File: src/source/ctrl_params.svh
`ifndef CTRL_PARAMS_SVH
`define CTRL_PARAMS_SVH

// Instruction field widths.
`define OPCODE_W 6
`define FUNC_W   6

// Width of the ALU operation select.
`define ALUSEL_W 4

`endif

File: src/source/isa_pkg.sv
`default_nettype none

`include "ctrl_params.svh"

package isa_pkg;

        localparam logic [`OPCODE_W-1:0] OP_SPECIAL = 6'b000000;
        localparam logic [`OPCODE_W-1:0] OP_ADDI    = 6'b001000;
        localparam logic [`OPCODE_W-1:0] OP_ADDIU   = 6'b001001;
        localparam logic [`OPCODE_W-1:0] OP_ANDI    = 6'b001100;
        localparam logic [`OPCODE_W-1:0] OP_ORI     = 6'b001101;
        localparam logic [`OPCODE_W-1:0] OP_XORI    = 6'b001110;
        localparam logic [`OPCODE_W-1:0] OP_SLTI    = 6'b001010;
        localparam logic [`OPCODE_W-1:0] OP_SLTIU   = 6'b001011;
        localparam logic [`OPCODE_W-1:0] OP_LUI     = 6'b001111;
        // This core places lw at 010011 rather than the usual MIPS slot.
        localparam logic [`OPCODE_W-1:0] OP_LW      = 6'b010011;
        localparam logic [`OPCODE_W-1:0] OP_SW      = 6'b101011;
        localparam logic [`OPCODE_W-1:0] OP_LB      = 6'b100000;
        localparam logic [`OPCODE_W-1:0] OP_SB      = 6'b101000;
        localparam logic [`OPCODE_W-1:0] OP_LH      = 6'b100001;
        localparam logic [`OPCODE_W-1:0] OP_SH      = 6'b101001;
        localparam logic [`OPCODE_W-1:0] OP_J       = 6'b000010;
        localparam logic [`OPCODE_W-1:0] OP_BEQ     = 6'b000100;
        localparam logic [`OPCODE_W-1:0] OP_BNE     = 6'b000101;
        localparam logic [`OPCODE_W-1:0] OP_BLEZ    = 6'b000110;
        localparam logic [`OPCODE_W-1:0] OP_BGTZ    = 6'b000111;

        // Function codes are only meaningful under OP_SPECIAL.
        localparam logic [`FUNC_W-1:0] FN_ADD  = 6'b100000;
        localparam logic [`FUNC_W-1:0] FN_ADDU = 6'b100001;
        localparam logic [`FUNC_W-1:0] FN_SUB  = 6'b100010;
        localparam logic [`FUNC_W-1:0] FN_SUBU = 6'b100011;
        localparam logic [`FUNC_W-1:0] FN_AND  = 6'b100100;
        localparam logic [`FUNC_W-1:0] FN_OR   = 6'b100101;
        localparam logic [`FUNC_W-1:0] FN_XOR  = 6'b100110;
        localparam logic [`FUNC_W-1:0] FN_NOR  = 6'b100111;
        localparam logic [`FUNC_W-1:0] FN_SLT  = 6'b101010;
        localparam logic [`FUNC_W-1:0] FN_SLTU = 6'b101011;
        localparam logic [`FUNC_W-1:0] FN_SLL  = 6'b000000;
        localparam logic [`FUNC_W-1:0] FN_SRL  = 6'b000010;
        localparam logic [`FUNC_W-1:0] FN_SRA  = 6'b000011;
        localparam logic [`FUNC_W-1:0] FN_SLLV = 6'b000100;
        localparam logic [`FUNC_W-1:0] FN_SRLV = 6'b000110;

        typedef enum logic [5:0] {
                CLS_RESERVED = 6'd0,
                CLS_ADD, CLS_ADDU, CLS_SUB, CLS_SUBU,
                CLS_AND, CLS_OR, CLS_XOR, CLS_NOR,
                CLS_SLT, CLS_SLTU,
                CLS_SLL, CLS_SRL, CLS_SRA, CLS_SLLV, CLS_SRLV,
                CLS_ADDI, CLS_ADDIU, CLS_ANDI, CLS_ORI, CLS_XORI,
                CLS_SLTI, CLS_SLTIU, CLS_LUI,
                CLS_LW, CLS_SW, CLS_LB, CLS_SB, CLS_LH, CLS_SH,
                CLS_J, CLS_BEQ, CLS_BNE, CLS_BLEZ, CLS_BGTZ
        } inst_class_t;

endpackage

`default_nettype wire

File: src/source/ctrl_pkg.sv
`default_nettype none

`include "ctrl_params.svh"

package ctrl_pkg;

        typedef enum logic [2:0] {
                BR_NONE = 3'd0,
                BR_J,
                BR_BEQ,
                BR_BNE,
                BR_BLEZ,
                BR_BGTZ
        } branch_t;

        typedef enum logic [1:0] {
                A_NONE = 2'd0,
                A_RS,
                A_SHAMT,
                A_CONST16
        } alu_a_t;

        typedef enum logic {
                B_RT  = 1'b0,
                B_IMM = 1'b1
        } alu_b_t;

        typedef enum logic [`ALUSEL_W-1:0] {
                OP_NONE = '0,
                ADD, SUB, AND, OR, XOR, NOR,
                LT, LTU, SL, SRL, SRA
        } alu_op_t;

        typedef enum logic [1:0] {
                LEN_NONE = 2'd0,
                LEN_BYTE,
                LEN_HALF,
                LEN_WORD
        } mem_len_t;

        typedef enum logic {
                WA_RD = 1'b0,
                WA_RT = 1'b1
        } wa_sel_t;

        typedef enum logic [1:0] {
                WD_NONE = 2'd0,
                WD_ALU,
                WD_MEM
        } wd_sel_t;

        typedef struct packed {
                branch_t branch;
                alu_a_t  alu_a;
                alu_b_t  alu_b;
                alu_op_t alu_op;
        } exec_ctrl_t;

        typedef struct packed {
                logic     dmem_we;
                mem_len_t mem_len;
        } mem_ctrl_t;

        typedef struct packed {
                wa_sel_t wa_sel;
                wd_sel_t wd_sel;
                logic    reg_we;
        } wb_ctrl_t;

        typedef struct packed {
                exec_ctrl_t exec;
                mem_ctrl_t  mem;
                wb_ctrl_t   wb;
        } ctrl_word_t;

endpackage

`default_nettype wire

File: src/source/inst_classifier.sv
`timescale 1ns/1ps
`default_nettype none

`include "ctrl_params.svh"

module inst_classifier (
        input  wire [`OPCODE_W-1:0]  opcode,
        input  wire [`FUNC_W-1:0]    func,
        output isa_pkg::inst_class_t cls
);

        isa_pkg::inst_class_t fn_cls;

        // SPECIAL instructions are told apart by the function field alone.
        always_comb begin
                case (func)
                        isa_pkg::FN_ADD:  fn_cls = isa_pkg::CLS_ADD;
                        isa_pkg::FN_ADDU: fn_cls = isa_pkg::CLS_ADDU;
                        isa_pkg::FN_SUB:  fn_cls = isa_pkg::CLS_SUB;
                        isa_pkg::FN_SUBU: fn_cls = isa_pkg::CLS_SUBU;
                        isa_pkg::FN_AND:  fn_cls = isa_pkg::CLS_AND;
                        isa_pkg::FN_OR:   fn_cls = isa_pkg::CLS_OR;
                        isa_pkg::FN_XOR:  fn_cls = isa_pkg::CLS_XOR;
                        isa_pkg::FN_NOR:  fn_cls = isa_pkg::CLS_NOR;
                        isa_pkg::FN_SLT:  fn_cls = isa_pkg::CLS_SLT;
                        isa_pkg::FN_SLTU: fn_cls = isa_pkg::CLS_SLTU;
                        isa_pkg::FN_SLL:  fn_cls = isa_pkg::CLS_SLL;
                        isa_pkg::FN_SRL:  fn_cls = isa_pkg::CLS_SRL;
                        isa_pkg::FN_SRA:  fn_cls = isa_pkg::CLS_SRA;
                        isa_pkg::FN_SLLV: fn_cls = isa_pkg::CLS_SLLV;
                        isa_pkg::FN_SRLV: fn_cls = isa_pkg::CLS_SRLV;
                        default:          fn_cls = isa_pkg::CLS_RESERVED;
                endcase
        end

        always_comb begin
                case (opcode)
                        isa_pkg::OP_SPECIAL: cls = fn_cls;
                        isa_pkg::OP_ADDI:    cls = isa_pkg::CLS_ADDI;
                        isa_pkg::OP_ADDIU:   cls = isa_pkg::CLS_ADDIU;
                        isa_pkg::OP_ANDI:    cls = isa_pkg::CLS_ANDI;
                        isa_pkg::OP_ORI:     cls = isa_pkg::CLS_ORI;
                        isa_pkg::OP_XORI:    cls = isa_pkg::CLS_XORI;
                        isa_pkg::OP_SLTI:    cls = isa_pkg::CLS_SLTI;
                        isa_pkg::OP_SLTIU:   cls = isa_pkg::CLS_SLTIU;
                        isa_pkg::OP_LUI:     cls = isa_pkg::CLS_LUI;
                        isa_pkg::OP_LW:      cls = isa_pkg::CLS_LW;
                        isa_pkg::OP_SW:      cls = isa_pkg::CLS_SW;
                        isa_pkg::OP_LB:      cls = isa_pkg::CLS_LB;
                        isa_pkg::OP_SB:      cls = isa_pkg::CLS_SB;
                        isa_pkg::OP_LH:      cls = isa_pkg::CLS_LH;
                        isa_pkg::OP_SH:      cls = isa_pkg::CLS_SH;
                        isa_pkg::OP_J:       cls = isa_pkg::CLS_J;
                        isa_pkg::OP_BEQ:     cls = isa_pkg::CLS_BEQ;
                        isa_pkg::OP_BNE:     cls = isa_pkg::CLS_BNE;
                        isa_pkg::OP_BLEZ:    cls = isa_pkg::CLS_BLEZ;
                        isa_pkg::OP_BGTZ:    cls = isa_pkg::CLS_BGTZ;
                        // Multiply, divide and HI/LO opcodes land here too.
                        default:             cls = isa_pkg::CLS_RESERVED;
                endcase
        end

endmodule

`default_nettype wire

File: src/source/exec_ctrl_decoder.sv
`timescale 1ns/1ps
`default_nettype none

module exec_ctrl_decoder (
        input  wire                       clk,
        input  wire                       rst_n,
        input  wire isa_pkg::inst_class_t cls,
        output ctrl_pkg::exec_ctrl_t      exec
);

        ctrl_pkg::exec_ctrl_t exec_d;

        always_comb begin
                exec_d = '0;

                case (cls)
                        isa_pkg::CLS_ADD, isa_pkg::CLS_ADDU, isa_pkg::CLS_ADDI,
                        isa_pkg::CLS_ADDIU, isa_pkg::CLS_LW, isa_pkg::CLS_SW,
                        isa_pkg::CLS_LB, isa_pkg::CLS_SB, isa_pkg::CLS_LH,
                        isa_pkg::CLS_SH:
                                exec_d.alu_op = ctrl_pkg::ADD;
                        isa_pkg::CLS_SUB, isa_pkg::CLS_SUBU:
                                exec_d.alu_op = ctrl_pkg::SUB;
                        isa_pkg::CLS_AND, isa_pkg::CLS_ANDI: exec_d.alu_op = ctrl_pkg::AND;
                        isa_pkg::CLS_OR, isa_pkg::CLS_ORI:   exec_d.alu_op = ctrl_pkg::OR;
                        isa_pkg::CLS_XOR, isa_pkg::CLS_XORI: exec_d.alu_op = ctrl_pkg::XOR;
                        isa_pkg::CLS_NOR:                    exec_d.alu_op = ctrl_pkg::NOR;
                        isa_pkg::CLS_SLT, isa_pkg::CLS_SLTI: exec_d.alu_op = ctrl_pkg::LT;
                        isa_pkg::CLS_SLTU, isa_pkg::CLS_SLTIU:
                                exec_d.alu_op = ctrl_pkg::LTU;
                        // lui is a left shift of the immediate by a constant 16.
                        isa_pkg::CLS_SLL, isa_pkg::CLS_SLLV, isa_pkg::CLS_LUI:
                                exec_d.alu_op = ctrl_pkg::SL;
                        isa_pkg::CLS_SRL, isa_pkg::CLS_SRLV:
                                exec_d.alu_op = ctrl_pkg::SRL;
                        isa_pkg::CLS_SRA:                    exec_d.alu_op = ctrl_pkg::SRA;
                        default: ;
                endcase

                case (cls)
                        isa_pkg::CLS_ADD, isa_pkg::CLS_ADDU, isa_pkg::CLS_SUB,
                        isa_pkg::CLS_SUBU, isa_pkg::CLS_AND, isa_pkg::CLS_OR,
                        isa_pkg::CLS_XOR, isa_pkg::CLS_NOR, isa_pkg::CLS_SLT,
                        isa_pkg::CLS_SLTU, isa_pkg::CLS_SLLV, isa_pkg::CLS_SRLV: begin
                                exec_d.alu_a = ctrl_pkg::A_RS;
                                exec_d.alu_b = ctrl_pkg::B_RT;
                        end
                        isa_pkg::CLS_SLL, isa_pkg::CLS_SRL, isa_pkg::CLS_SRA: begin
                                exec_d.alu_a = ctrl_pkg::A_SHAMT;
                                exec_d.alu_b = ctrl_pkg::B_RT;
                        end
                        isa_pkg::CLS_ADDI, isa_pkg::CLS_ADDIU, isa_pkg::CLS_ANDI,
                        isa_pkg::CLS_ORI, isa_pkg::CLS_XORI, isa_pkg::CLS_SLTI,
                        isa_pkg::CLS_SLTIU, isa_pkg::CLS_LW, isa_pkg::CLS_SW,
                        isa_pkg::CLS_LB, isa_pkg::CLS_SB, isa_pkg::CLS_LH,
                        isa_pkg::CLS_SH: begin
                                exec_d.alu_a = ctrl_pkg::A_RS;
                                exec_d.alu_b = ctrl_pkg::B_IMM;
                        end
                        isa_pkg::CLS_LUI: begin
                                exec_d.alu_a = ctrl_pkg::A_CONST16;
                                exec_d.alu_b = ctrl_pkg::B_IMM;
                        end
                        default: ;
                endcase

                case (cls)
                        isa_pkg::CLS_J:    exec_d.branch = ctrl_pkg::BR_J;
                        isa_pkg::CLS_BEQ:  exec_d.branch = ctrl_pkg::BR_BEQ;
                        isa_pkg::CLS_BNE:  exec_d.branch = ctrl_pkg::BR_BNE;
                        isa_pkg::CLS_BLEZ: exec_d.branch = ctrl_pkg::BR_BLEZ;
                        isa_pkg::CLS_BGTZ: exec_d.branch = ctrl_pkg::BR_BGTZ;
                        default: ;
                endcase
        end

        always_ff @(posedge clk) begin
                if (!rst_n) begin
                        exec <= '0;
                end else begin
                        exec <= exec_d;
                end
        end

        // Branch compares are resolved outside the ALU, so it must stay idle.
        a_branch_alu_idle: assert property (@(posedge clk) disable iff (!rst_n)
                exec.branch != ctrl_pkg::BR_NONE |-> exec.alu_op == ctrl_pkg::OP_NONE);

        a_shamt_is_shift: assert property (@(posedge clk) disable iff (!rst_n)
                exec.alu_a == ctrl_pkg::A_SHAMT |->
                        exec.alu_op inside {ctrl_pkg::SL, ctrl_pkg::SRL, ctrl_pkg::SRA});

endmodule

`default_nettype wire

File: src/source/memwb_ctrl_decoder.sv
`timescale 1ns/1ps
`default_nettype none

module memwb_ctrl_decoder (
        input  wire                       clk,
        input  wire                       rst_n,
        input  wire isa_pkg::inst_class_t cls,
        output ctrl_pkg::mem_ctrl_t       mem,
        output ctrl_pkg::wb_ctrl_t        wb
);

        ctrl_pkg::mem_ctrl_t mem_d;
        ctrl_pkg::wb_ctrl_t  wb_d;

        always_comb begin
                mem_d = '0;
                wb_d  = '0;

                case (cls)
                        isa_pkg::CLS_LB, isa_pkg::CLS_SB: mem_d.mem_len = ctrl_pkg::LEN_BYTE;
                        isa_pkg::CLS_LH, isa_pkg::CLS_SH: mem_d.mem_len = ctrl_pkg::LEN_HALF;
                        isa_pkg::CLS_LW, isa_pkg::CLS_SW: mem_d.mem_len = ctrl_pkg::LEN_WORD;
                        default: ;
                endcase

                case (cls)
                        isa_pkg::CLS_SB, isa_pkg::CLS_SH, isa_pkg::CLS_SW:
                                mem_d.dmem_we = 1'b1;
                        isa_pkg::CLS_LB, isa_pkg::CLS_LH, isa_pkg::CLS_LW: begin
                                wb_d.wa_sel = ctrl_pkg::WA_RT;
                                wb_d.wd_sel = ctrl_pkg::WD_MEM;
                                wb_d.reg_we = 1'b1;
                        end
                        isa_pkg::CLS_ADD, isa_pkg::CLS_ADDU, isa_pkg::CLS_SUB,
                        isa_pkg::CLS_SUBU, isa_pkg::CLS_AND, isa_pkg::CLS_OR,
                        isa_pkg::CLS_XOR, isa_pkg::CLS_NOR, isa_pkg::CLS_SLT,
                        isa_pkg::CLS_SLTU, isa_pkg::CLS_SLL, isa_pkg::CLS_SRL,
                        isa_pkg::CLS_SRA, isa_pkg::CLS_SLLV, isa_pkg::CLS_SRLV: begin
                                wb_d.wa_sel = ctrl_pkg::WA_RD;
                                wb_d.wd_sel = ctrl_pkg::WD_ALU;
                                wb_d.reg_we = 1'b1;
                        end
                        isa_pkg::CLS_ADDI, isa_pkg::CLS_ADDIU, isa_pkg::CLS_ANDI,
                        isa_pkg::CLS_ORI, isa_pkg::CLS_XORI, isa_pkg::CLS_SLTI,
                        isa_pkg::CLS_SLTIU, isa_pkg::CLS_LUI: begin
                                wb_d.wa_sel = ctrl_pkg::WA_RT;
                                wb_d.wd_sel = ctrl_pkg::WD_ALU;
                                wb_d.reg_we = 1'b1;
                        end
                        // Jumps, branches and reserved codes write nothing.
                        default: ;
                endcase
        end

        always_ff @(posedge clk) begin
                if (!rst_n) begin
                        mem <= '0;
                        wb  <= '0;
                end else begin
                        mem <= mem_d;
                        wb  <= wb_d;
                end
        end

        // No instruction in this ISA both stores and writes a register.
        a_store_no_regwrite: assert property (@(posedge clk) disable iff (!rst_n)
                !(mem.dmem_we && wb.reg_we));

        a_store_has_len: assert property (@(posedge clk) disable iff (!rst_n)
                mem.dmem_we |-> mem.mem_len != ctrl_pkg::LEN_NONE);

endmodule

`default_nettype wire

File: src/source/ctrl_decoder.sv
`timescale 1ns/1ps
`default_nettype none

`include "ctrl_params.svh"

module ctrl_decoder (
        input  wire                  clk,
        input  wire                  rst_n,
        input  wire [`OPCODE_W-1:0]  opcode,
        input  wire [`FUNC_W-1:0]    func,
        output ctrl_pkg::ctrl_word_t ctrl
);

        isa_pkg::inst_class_t cls;
        ctrl_pkg::exec_ctrl_t exec;
        ctrl_pkg::mem_ctrl_t  mem;
        ctrl_pkg::wb_ctrl_t   wb;

        inst_classifier i_inst_classifier (
                .opcode (opcode),
                .func   (func),
                .cls    (cls)
        );

        exec_ctrl_decoder i_exec_ctrl_decoder (
                .clk   (clk),
                .rst_n (rst_n),
                .cls   (cls),
                .exec  (exec)
        );

        memwb_ctrl_decoder i_memwb_ctrl_decoder (
                .clk   (clk),
                .rst_n (rst_n),
                .cls   (cls),
                .mem   (mem),
                .wb    (wb)
        );

        assign ctrl = {exec, mem, wb};

endmodule

`default_nettype wire

File: config.mk
export PLATFORM = sky130hd
export DESIGN_NAME = ctrl_decoder
export DESIGN_NICKNAME = d
export VERILOG_FILES = /design/src/source/isa_pkg.sv /design/src/source/ctrl_pkg.sv /design/src/source/inst_classifier.sv /design/src/source/exec_ctrl_decoder.sv /design/src/source/memwb_ctrl_decoder.sv /design/src/source/ctrl_decoder.sv
export VERILOG_INCLUDE_DIRS = /design/src /design/src/source
export SDC_FILE = /design/constraint.sdc
export NUM_CORES = 1
export LEC_CHECK = 0
export BUFFER_PORTS_ARGS = -buffer_cell sky130_fd_sc_hd__buf_2
export CELL_PAD_IN_SITES_DETAIL_PLACEMENT = 1
export CELL_PAD_IN_SITES_GLOBAL_PLACEMENT = 2
export CORE_UTILIZATION = 31
export CTS_BUF_LIST = sky130_fd_sc_hd__clkbuf_8
export DETAILED_ROUTE_END_ITERATION = 12
export GPL_TIMING_DRIVEN = 0
export PLACE_DENSITY = 0.92
export SKIP_CTS_REPAIR_TIMING = 1
export SYNTH_ARGS = -nofsm -noshare
export SYNTH_HDL_FRONTEND = slang
export SYNTH_SLANG_ARGS = --single-unit
File: constraint.sdc
create_clock -name clk -period 2.4 [get_ports clk]
set_input_delay 0.12 -clock clk [delete_from_list [all_inputs] [get_ports clk]]
set_output_delay 0.12 -clock clk [all_outputs]
set_load 0.02 [all_outputs]
**Yosys cells after proc, flatten, opt, wreduce, memory -nomap -nowiden**

Memory sizes are Yosys's and may differ from the RTL's.
Cells that the tools add are included.
Widths: inputs -> output; s select.

- Add/sub/neg operators: 0
- Multiply operators: 0
- Divide/modulo/power cells: 0
- Magnitude comparators: 0
- Eq/ne operators: 53
- Shifts and indexed selects: 0
- Muxes and demuxes: 7
- Bitwise operators: 0
- Reduce and logical (&&, ||, !) cells: 20

Operators by type and width:

| operator | count |
|---|---|
| $pmux 6 s20 | 1 |
| $eq 6x5->1 const B | 17 |
| $eq 6x4->1 const B | 16 |
| $eq 6x3->1 const B | 8 |
| $eq 6x6->1 const B | 8 |
| $pmux 4 s11 | 1 |
| $reduce_or 2->1 | 10 |
| $eq 6x2->1 const B | 3 |
| $pmux 3 s5 | 1 |
| $reduce_or 15->1 | 1 |
| $reduce_or 13->1 | 1 |
| $pmux 3 s4 | 1 |
| $pmux 4 s3 | 1 |
| $reduce_or 12->1 | 1 |
| $reduce_or 3->1 | 4 |
| $reduce_or 10->1 | 1 |
| $reduce_or 8->1 | 1 |
| $eq 6x1->1 const B | 1 |
| $logic_not 6->1 | 1 |
| $pmux 2 s3 | 1 |
| $mux 1 | 1 |

- Register bits: 17
- Latch bits: 0
- Memory bits (writable): 0
- Memory bits (read-only): 256
- Bits of input ports: 14
- Output and inout port bits: 17
- Logic and storage cells: 90
- Memories: 1

Memories:

| memory | depth | bits a word | read ports | clocked after memory_dff | write ports | line | RTL |
|---|---|---|---|---|---|---|---|
| (no name shown) | 64 | 4 | 1 | 0 | 0 | inst_classifier.sv:16 | `case (func)` |

**Longest topological paths before layout**

- Depth in word-level cells: 5
- Mapped depth: 10
- Mapped depth without buffers: 9

**By module**

From an unflattened synthesis, not the netlist that was laid out.

- Cell total of the unflattened synthesis: 167
- Area total of the unflattened synthesis: 1366.3 µm²

Modules (own cells, without submodules):

| module | times used | cells each | area each (µm²) | sequential area each (µm²) |
|---|---|---|---|---|
| exec_ctrl_decoder | 1 | 67 | 584.3 | 200.2 |
| inst_classifier | 1 | 79 | 548.0 | 0.0 |
| memwb_ctrl_decoder | 1 | 21 | 234.0 | 140.1 |

**Least setup slack after synthesis**

Ideal clock, no wire load.

- Path kind: in2reg
- From: input port func[0]
- To: register, netlist name i_exec_ctrl_decoder.exec[0]
- Library setup time: 130 ps
- Data arrival time: 1775 ps
- Required time: 2270 ps
- Path slack: 494 ps
- Stages on the path: 7
- Path buffers: 0
- Cells stage by stage: ha_1 mux4_2 o22a_2 and4_4 o41ai_2 o31ai_1 a21boi_1

- Word-level cells in the longest chain between the ends: 5
- Elaborated cells between the ends (all ways): 41
- Those cells by class: eq/ne (29); mux (2); reduce/logical (9); memory (1)

RTL lines:

| element | line | RTL |
|---|---|---|
| from (decl) | ctrl_decoder.sv:10 | `` input wire [`FUNC_W-1:0] func, `` |
| $mem_v2 64x4 (*) | n/a |  |
| $pmux 6 s20 (*) | inst_classifier.sv:37 | `case (opcode)` |
| $eq 6x1->1, or another cell as far along | exec_ctrl_decoder.sv:16 | `case (cls)` |
| $reduce_or 10->1, or another cell as far along | exec_ctrl_decoder.sv:16 |  |
| $pmux 4 s11 (*) | exec_ctrl_decoder.sv:16 |  |

Mark *: on every way between the ends. The rest lies on a longest branch, timed or not.
A chain may end at the register's enable or synchronous reset.

**Final worst setup path**

- From: input port opcode[1]
- To: register, netlist name i_exec_ctrl_decoder.exec[0]

- Word-level cells in the longest chain between the ends: 5
- Elaborated cells between the ends (all ways): 60
- Those cells by class: eq/ne (48); mux (2); reduce/logical (10)

RTL lines:

| element | line | RTL |
|---|---|---|
| from (decl) | ctrl_decoder.sv:9 | `` input wire [`OPCODE_W-1:0] opcode, `` |
| $eq 6x3->1, or another cell as far along | inst_classifier.sv:37 |  |
| $pmux 6 s20 (*) | inst_classifier.sv:37 |  |
| $eq 6x1->1, or another cell as far along | exec_ctrl_decoder.sv:16 |  |
| $reduce_or 10->1, or another cell as far along | exec_ctrl_decoder.sv:16 |  |
| $pmux 4 s11 (*) | exec_ctrl_decoder.sv:16 |  |

Marked as above.

==> results.toml <==
[run_status]
status = "finished, final reports clean"

[drt]
wl_per_cell_um = 14.96
dr.pass1.iters = 4
finalWirelength_um = 4203
num_vias = 1567
drtIter0Drc = 88
drcViolationCount = 0
ant_nets = 0
vias_per_cell = 5.577

[clocking]
clk_pin_slew_ns = 0.06
cts_tree = "done"
numCtsBuffers = 3
cts_root_buf = "clkbuf_8"
clock_sinks = 17
cts_buffer_depth = 2
htreeDepth = 1

[worst_setup_path]
cp_cell_sequence = "buf_2, buf_2, nor2_1, nand3_1, a31oi_2, or2_1, buf_2, nor4_1, o41ai_1, a21boi_1"
path_class = "in2reg"
cp-end-kind = "flop"
crit_top_cell = "buf_2"
slowest_stage = "a31oi_2"
path_depth = 10
cp.arrival_ns = 2.28
cp_top_family = "compound AO/OA/AOI/OAI gates"
cp-start-kind = "input pin"
crit_end = "i_exec_ctrl_decoder.exec[0]"
max_stage_delay_ns = 0.41
critPathLaunch = "opcode[1]"
cp.required_ns = 2.51
crit_fanout = 10
critPathBufInv = 3

[timing]
setup_viol = 0
fin_crit_ns = 2.171
worst_slew_pin_slew_ns = 0.5496
rsz0062_at_grt = "false"
period_share = 0.9048
hold_violations = 0
fmax_ghz = 0.4605
relSlewSlack = 0.6336
slew_viol_final = 0

[placed_design]
dpl.hpwl_um = 3225
port_buffers = 28
placed_area_sq_um = 1658
place_congestion = 0.8066

[layout]
fin_util = 0.3861
syn2layout_area_growth_pct = 17.31
finalNetCount = 249
stdcell_area_sq_um = 1704
diodes = 0
nFillCells = 568
drive_gt1_frac = 0.2314

[floorplan]
core_sq_um = 4414
die_area_sq_um = 4964
die_y_um = 70.46
initial_core_util = 0.3291
row_count = 24
pin_count = 31
die_x_um = 70.46

[synth]
synth_edf_count = 0
synth_seq_area_share = 0.2343
synth.distinct_cells = 59
yosysWarningCount = 0
ys_ff_latch = 17
postSynth.asyncResetShare = 0
synth.avg_cell_area_sq_um = 7.374
synth_area_sq_um = 1453
synth_fp_nets = 216
synthCells = 197
synth_flop_cell = "dfxtp_1"

[job]
max-cap-violations = 0

[power]
pwr_density_cell_nw_per_um2 = 423.5
peakVddDrop_mv = 0.1515
leakage_nw = 0.7131

[global_route]
track_usage = 0.1827
grt_pass1_vias = 1521
grt-ovfl-total = 0
antenna_found_initial = 0
grt_max_degree = 11
grt_pass1_wl_um = 7521

[worst_hold_path]
hp-class = "in2reg"
==> power breakdown <==
part           internal [W]  switching (W)  leakage (nW)
Sequential         0.000294     0.00000267         0.138
Combinational     0.0000816       0.000137         0.549
Clock              0.000115      0.0000917        0.0255
==> cell usage after synthesis, drive strengths merged, types with 4 or more instances <==
cell type / n / area share
inv: 6 / 0.016
o21ai: 15 / 0.052
ha: 5 / 0.043
nor2: 28 / 0.074
o22ai: 5 / 0.022
nor2b: 4 / 0.017
dfxtp: 17 / 0.23
a21oi: 14 / 0.048
nor3: 8 / 0.028
a31oi: 4 / 0.022
nand2: 14 / 0.036
buf: 11 / 0.047
or2: 4 / 0.017
nand3: 6 / 0.021
a22oi: 4 / 0.021
and2: 5 / 0.022
==> worst min-delay path by stage <==
| stage | start | endpoint | slack (ns) | cells after the start |
|---|---|---|---|---|
| floorplan | rst_n | i_exec_ctrl_decoder.exec[6] | 0.24 | 1 |
| global placement | rst_n | i_exec_ctrl_decoder.exec[6] | 0.44 | 2 |
| detailed placement | rst_n | i_exec_ctrl_decoder.exec[6] | 0.44 | 2 |
| CTS | rst_n | i_exec_ctrl_decoder.exec[6] | 0.18 | 2 |
| global route | rst_n | i_exec_ctrl_decoder.exec[6] | 0.21 | 2 |
| finish | rst_n | i_exec_ctrl_decoder.exec[8] | 0.19 | 3 |
==> cell usage in the layout (no fill, tap or decap), types with 3 or more instances in the layout <==
cell type,instances
nand2_1,14
dfxtp_1,17
nand2b_1,3
nor3_1,8
nand4b_1,3
nor2b_1,4
o21ai_1,4
nor2_1,27
and2_1,4
inv_1,6
buf_4,3
a22oi_1,4
nor4_1,3
o21ai_0,11
o22ai_1,5
ha_1,5
buf_2,35
nand3_1,6
or2_1,3
clkbuf_8,3
o31ai_1,3
a31oi_1,3
a21oi_1,14
==> sequential cells by signal, summed over array words and instances, names as in the netlist <==
name / count
i_exec_ctrl_decoder.exec: 10
i_memwb_ctrl_decoder.wb: 4
i_memwb_ctrl_decoder.mem: 3
==> cells by family (layout without fill, tap and decap cells) <==
group | after synthesis | count (layout) | synth area share
AOI/OAI and AO/OA | 64 | 64 | 0.3006
xor gates and xnor gates | 2 | 2 | 0.01206
adders and majority gates | 5 | 5 | 0.04307
buffers and inverters | 18 | 50 | 0.06545
DFF | 17 | 17 | 0.2343
muxes | 1 | 1 | 0.01550
and+or+nand+nor | 90 | 90 | 0.3291
==> final cells by class <==
cell class,count,area [sq um],area share
timing repair buffer,28,140.1,0.08223
tap,52,65.06,0.03818
inverter,6,22.52,0.01322
multi-input combinational,162,1017,0.5969
clock buffer,3,41.29,0.02423
buffer,12,72.57,0.04258
sequential,17,340.3,0.1997
clock inverter,1,5.005,0.002937
==> metal layers <==
metal,share of wire,vias to the layer above,track usage
met2,0.48,30,0.3122
met3,0.024,4,0.01443
li1,-,788,-
met4,0.0081,0,0.03333
met1,0.49,745,0.2511
met5,0,-,0
==> per-stage QoR <==
stage,power [W],instances,hold WS (ns),setup slack [ns],TNS [ns]
detailed placement,0.0005189,277,0.4376,0.02848,0
global placement,0.0005152,277,0.4372,-0.008501,-0.01149
global route,0.0007622,281,0.2072,0.01399,0
finish,0.0007216,281,0.1864,0.2285,0
floorplan,0.0004529,197,0.2417,0.4945,0
CTS,0.0007260,281,0.1849,0.2637,0
Power figures use the tool's default switching activity.
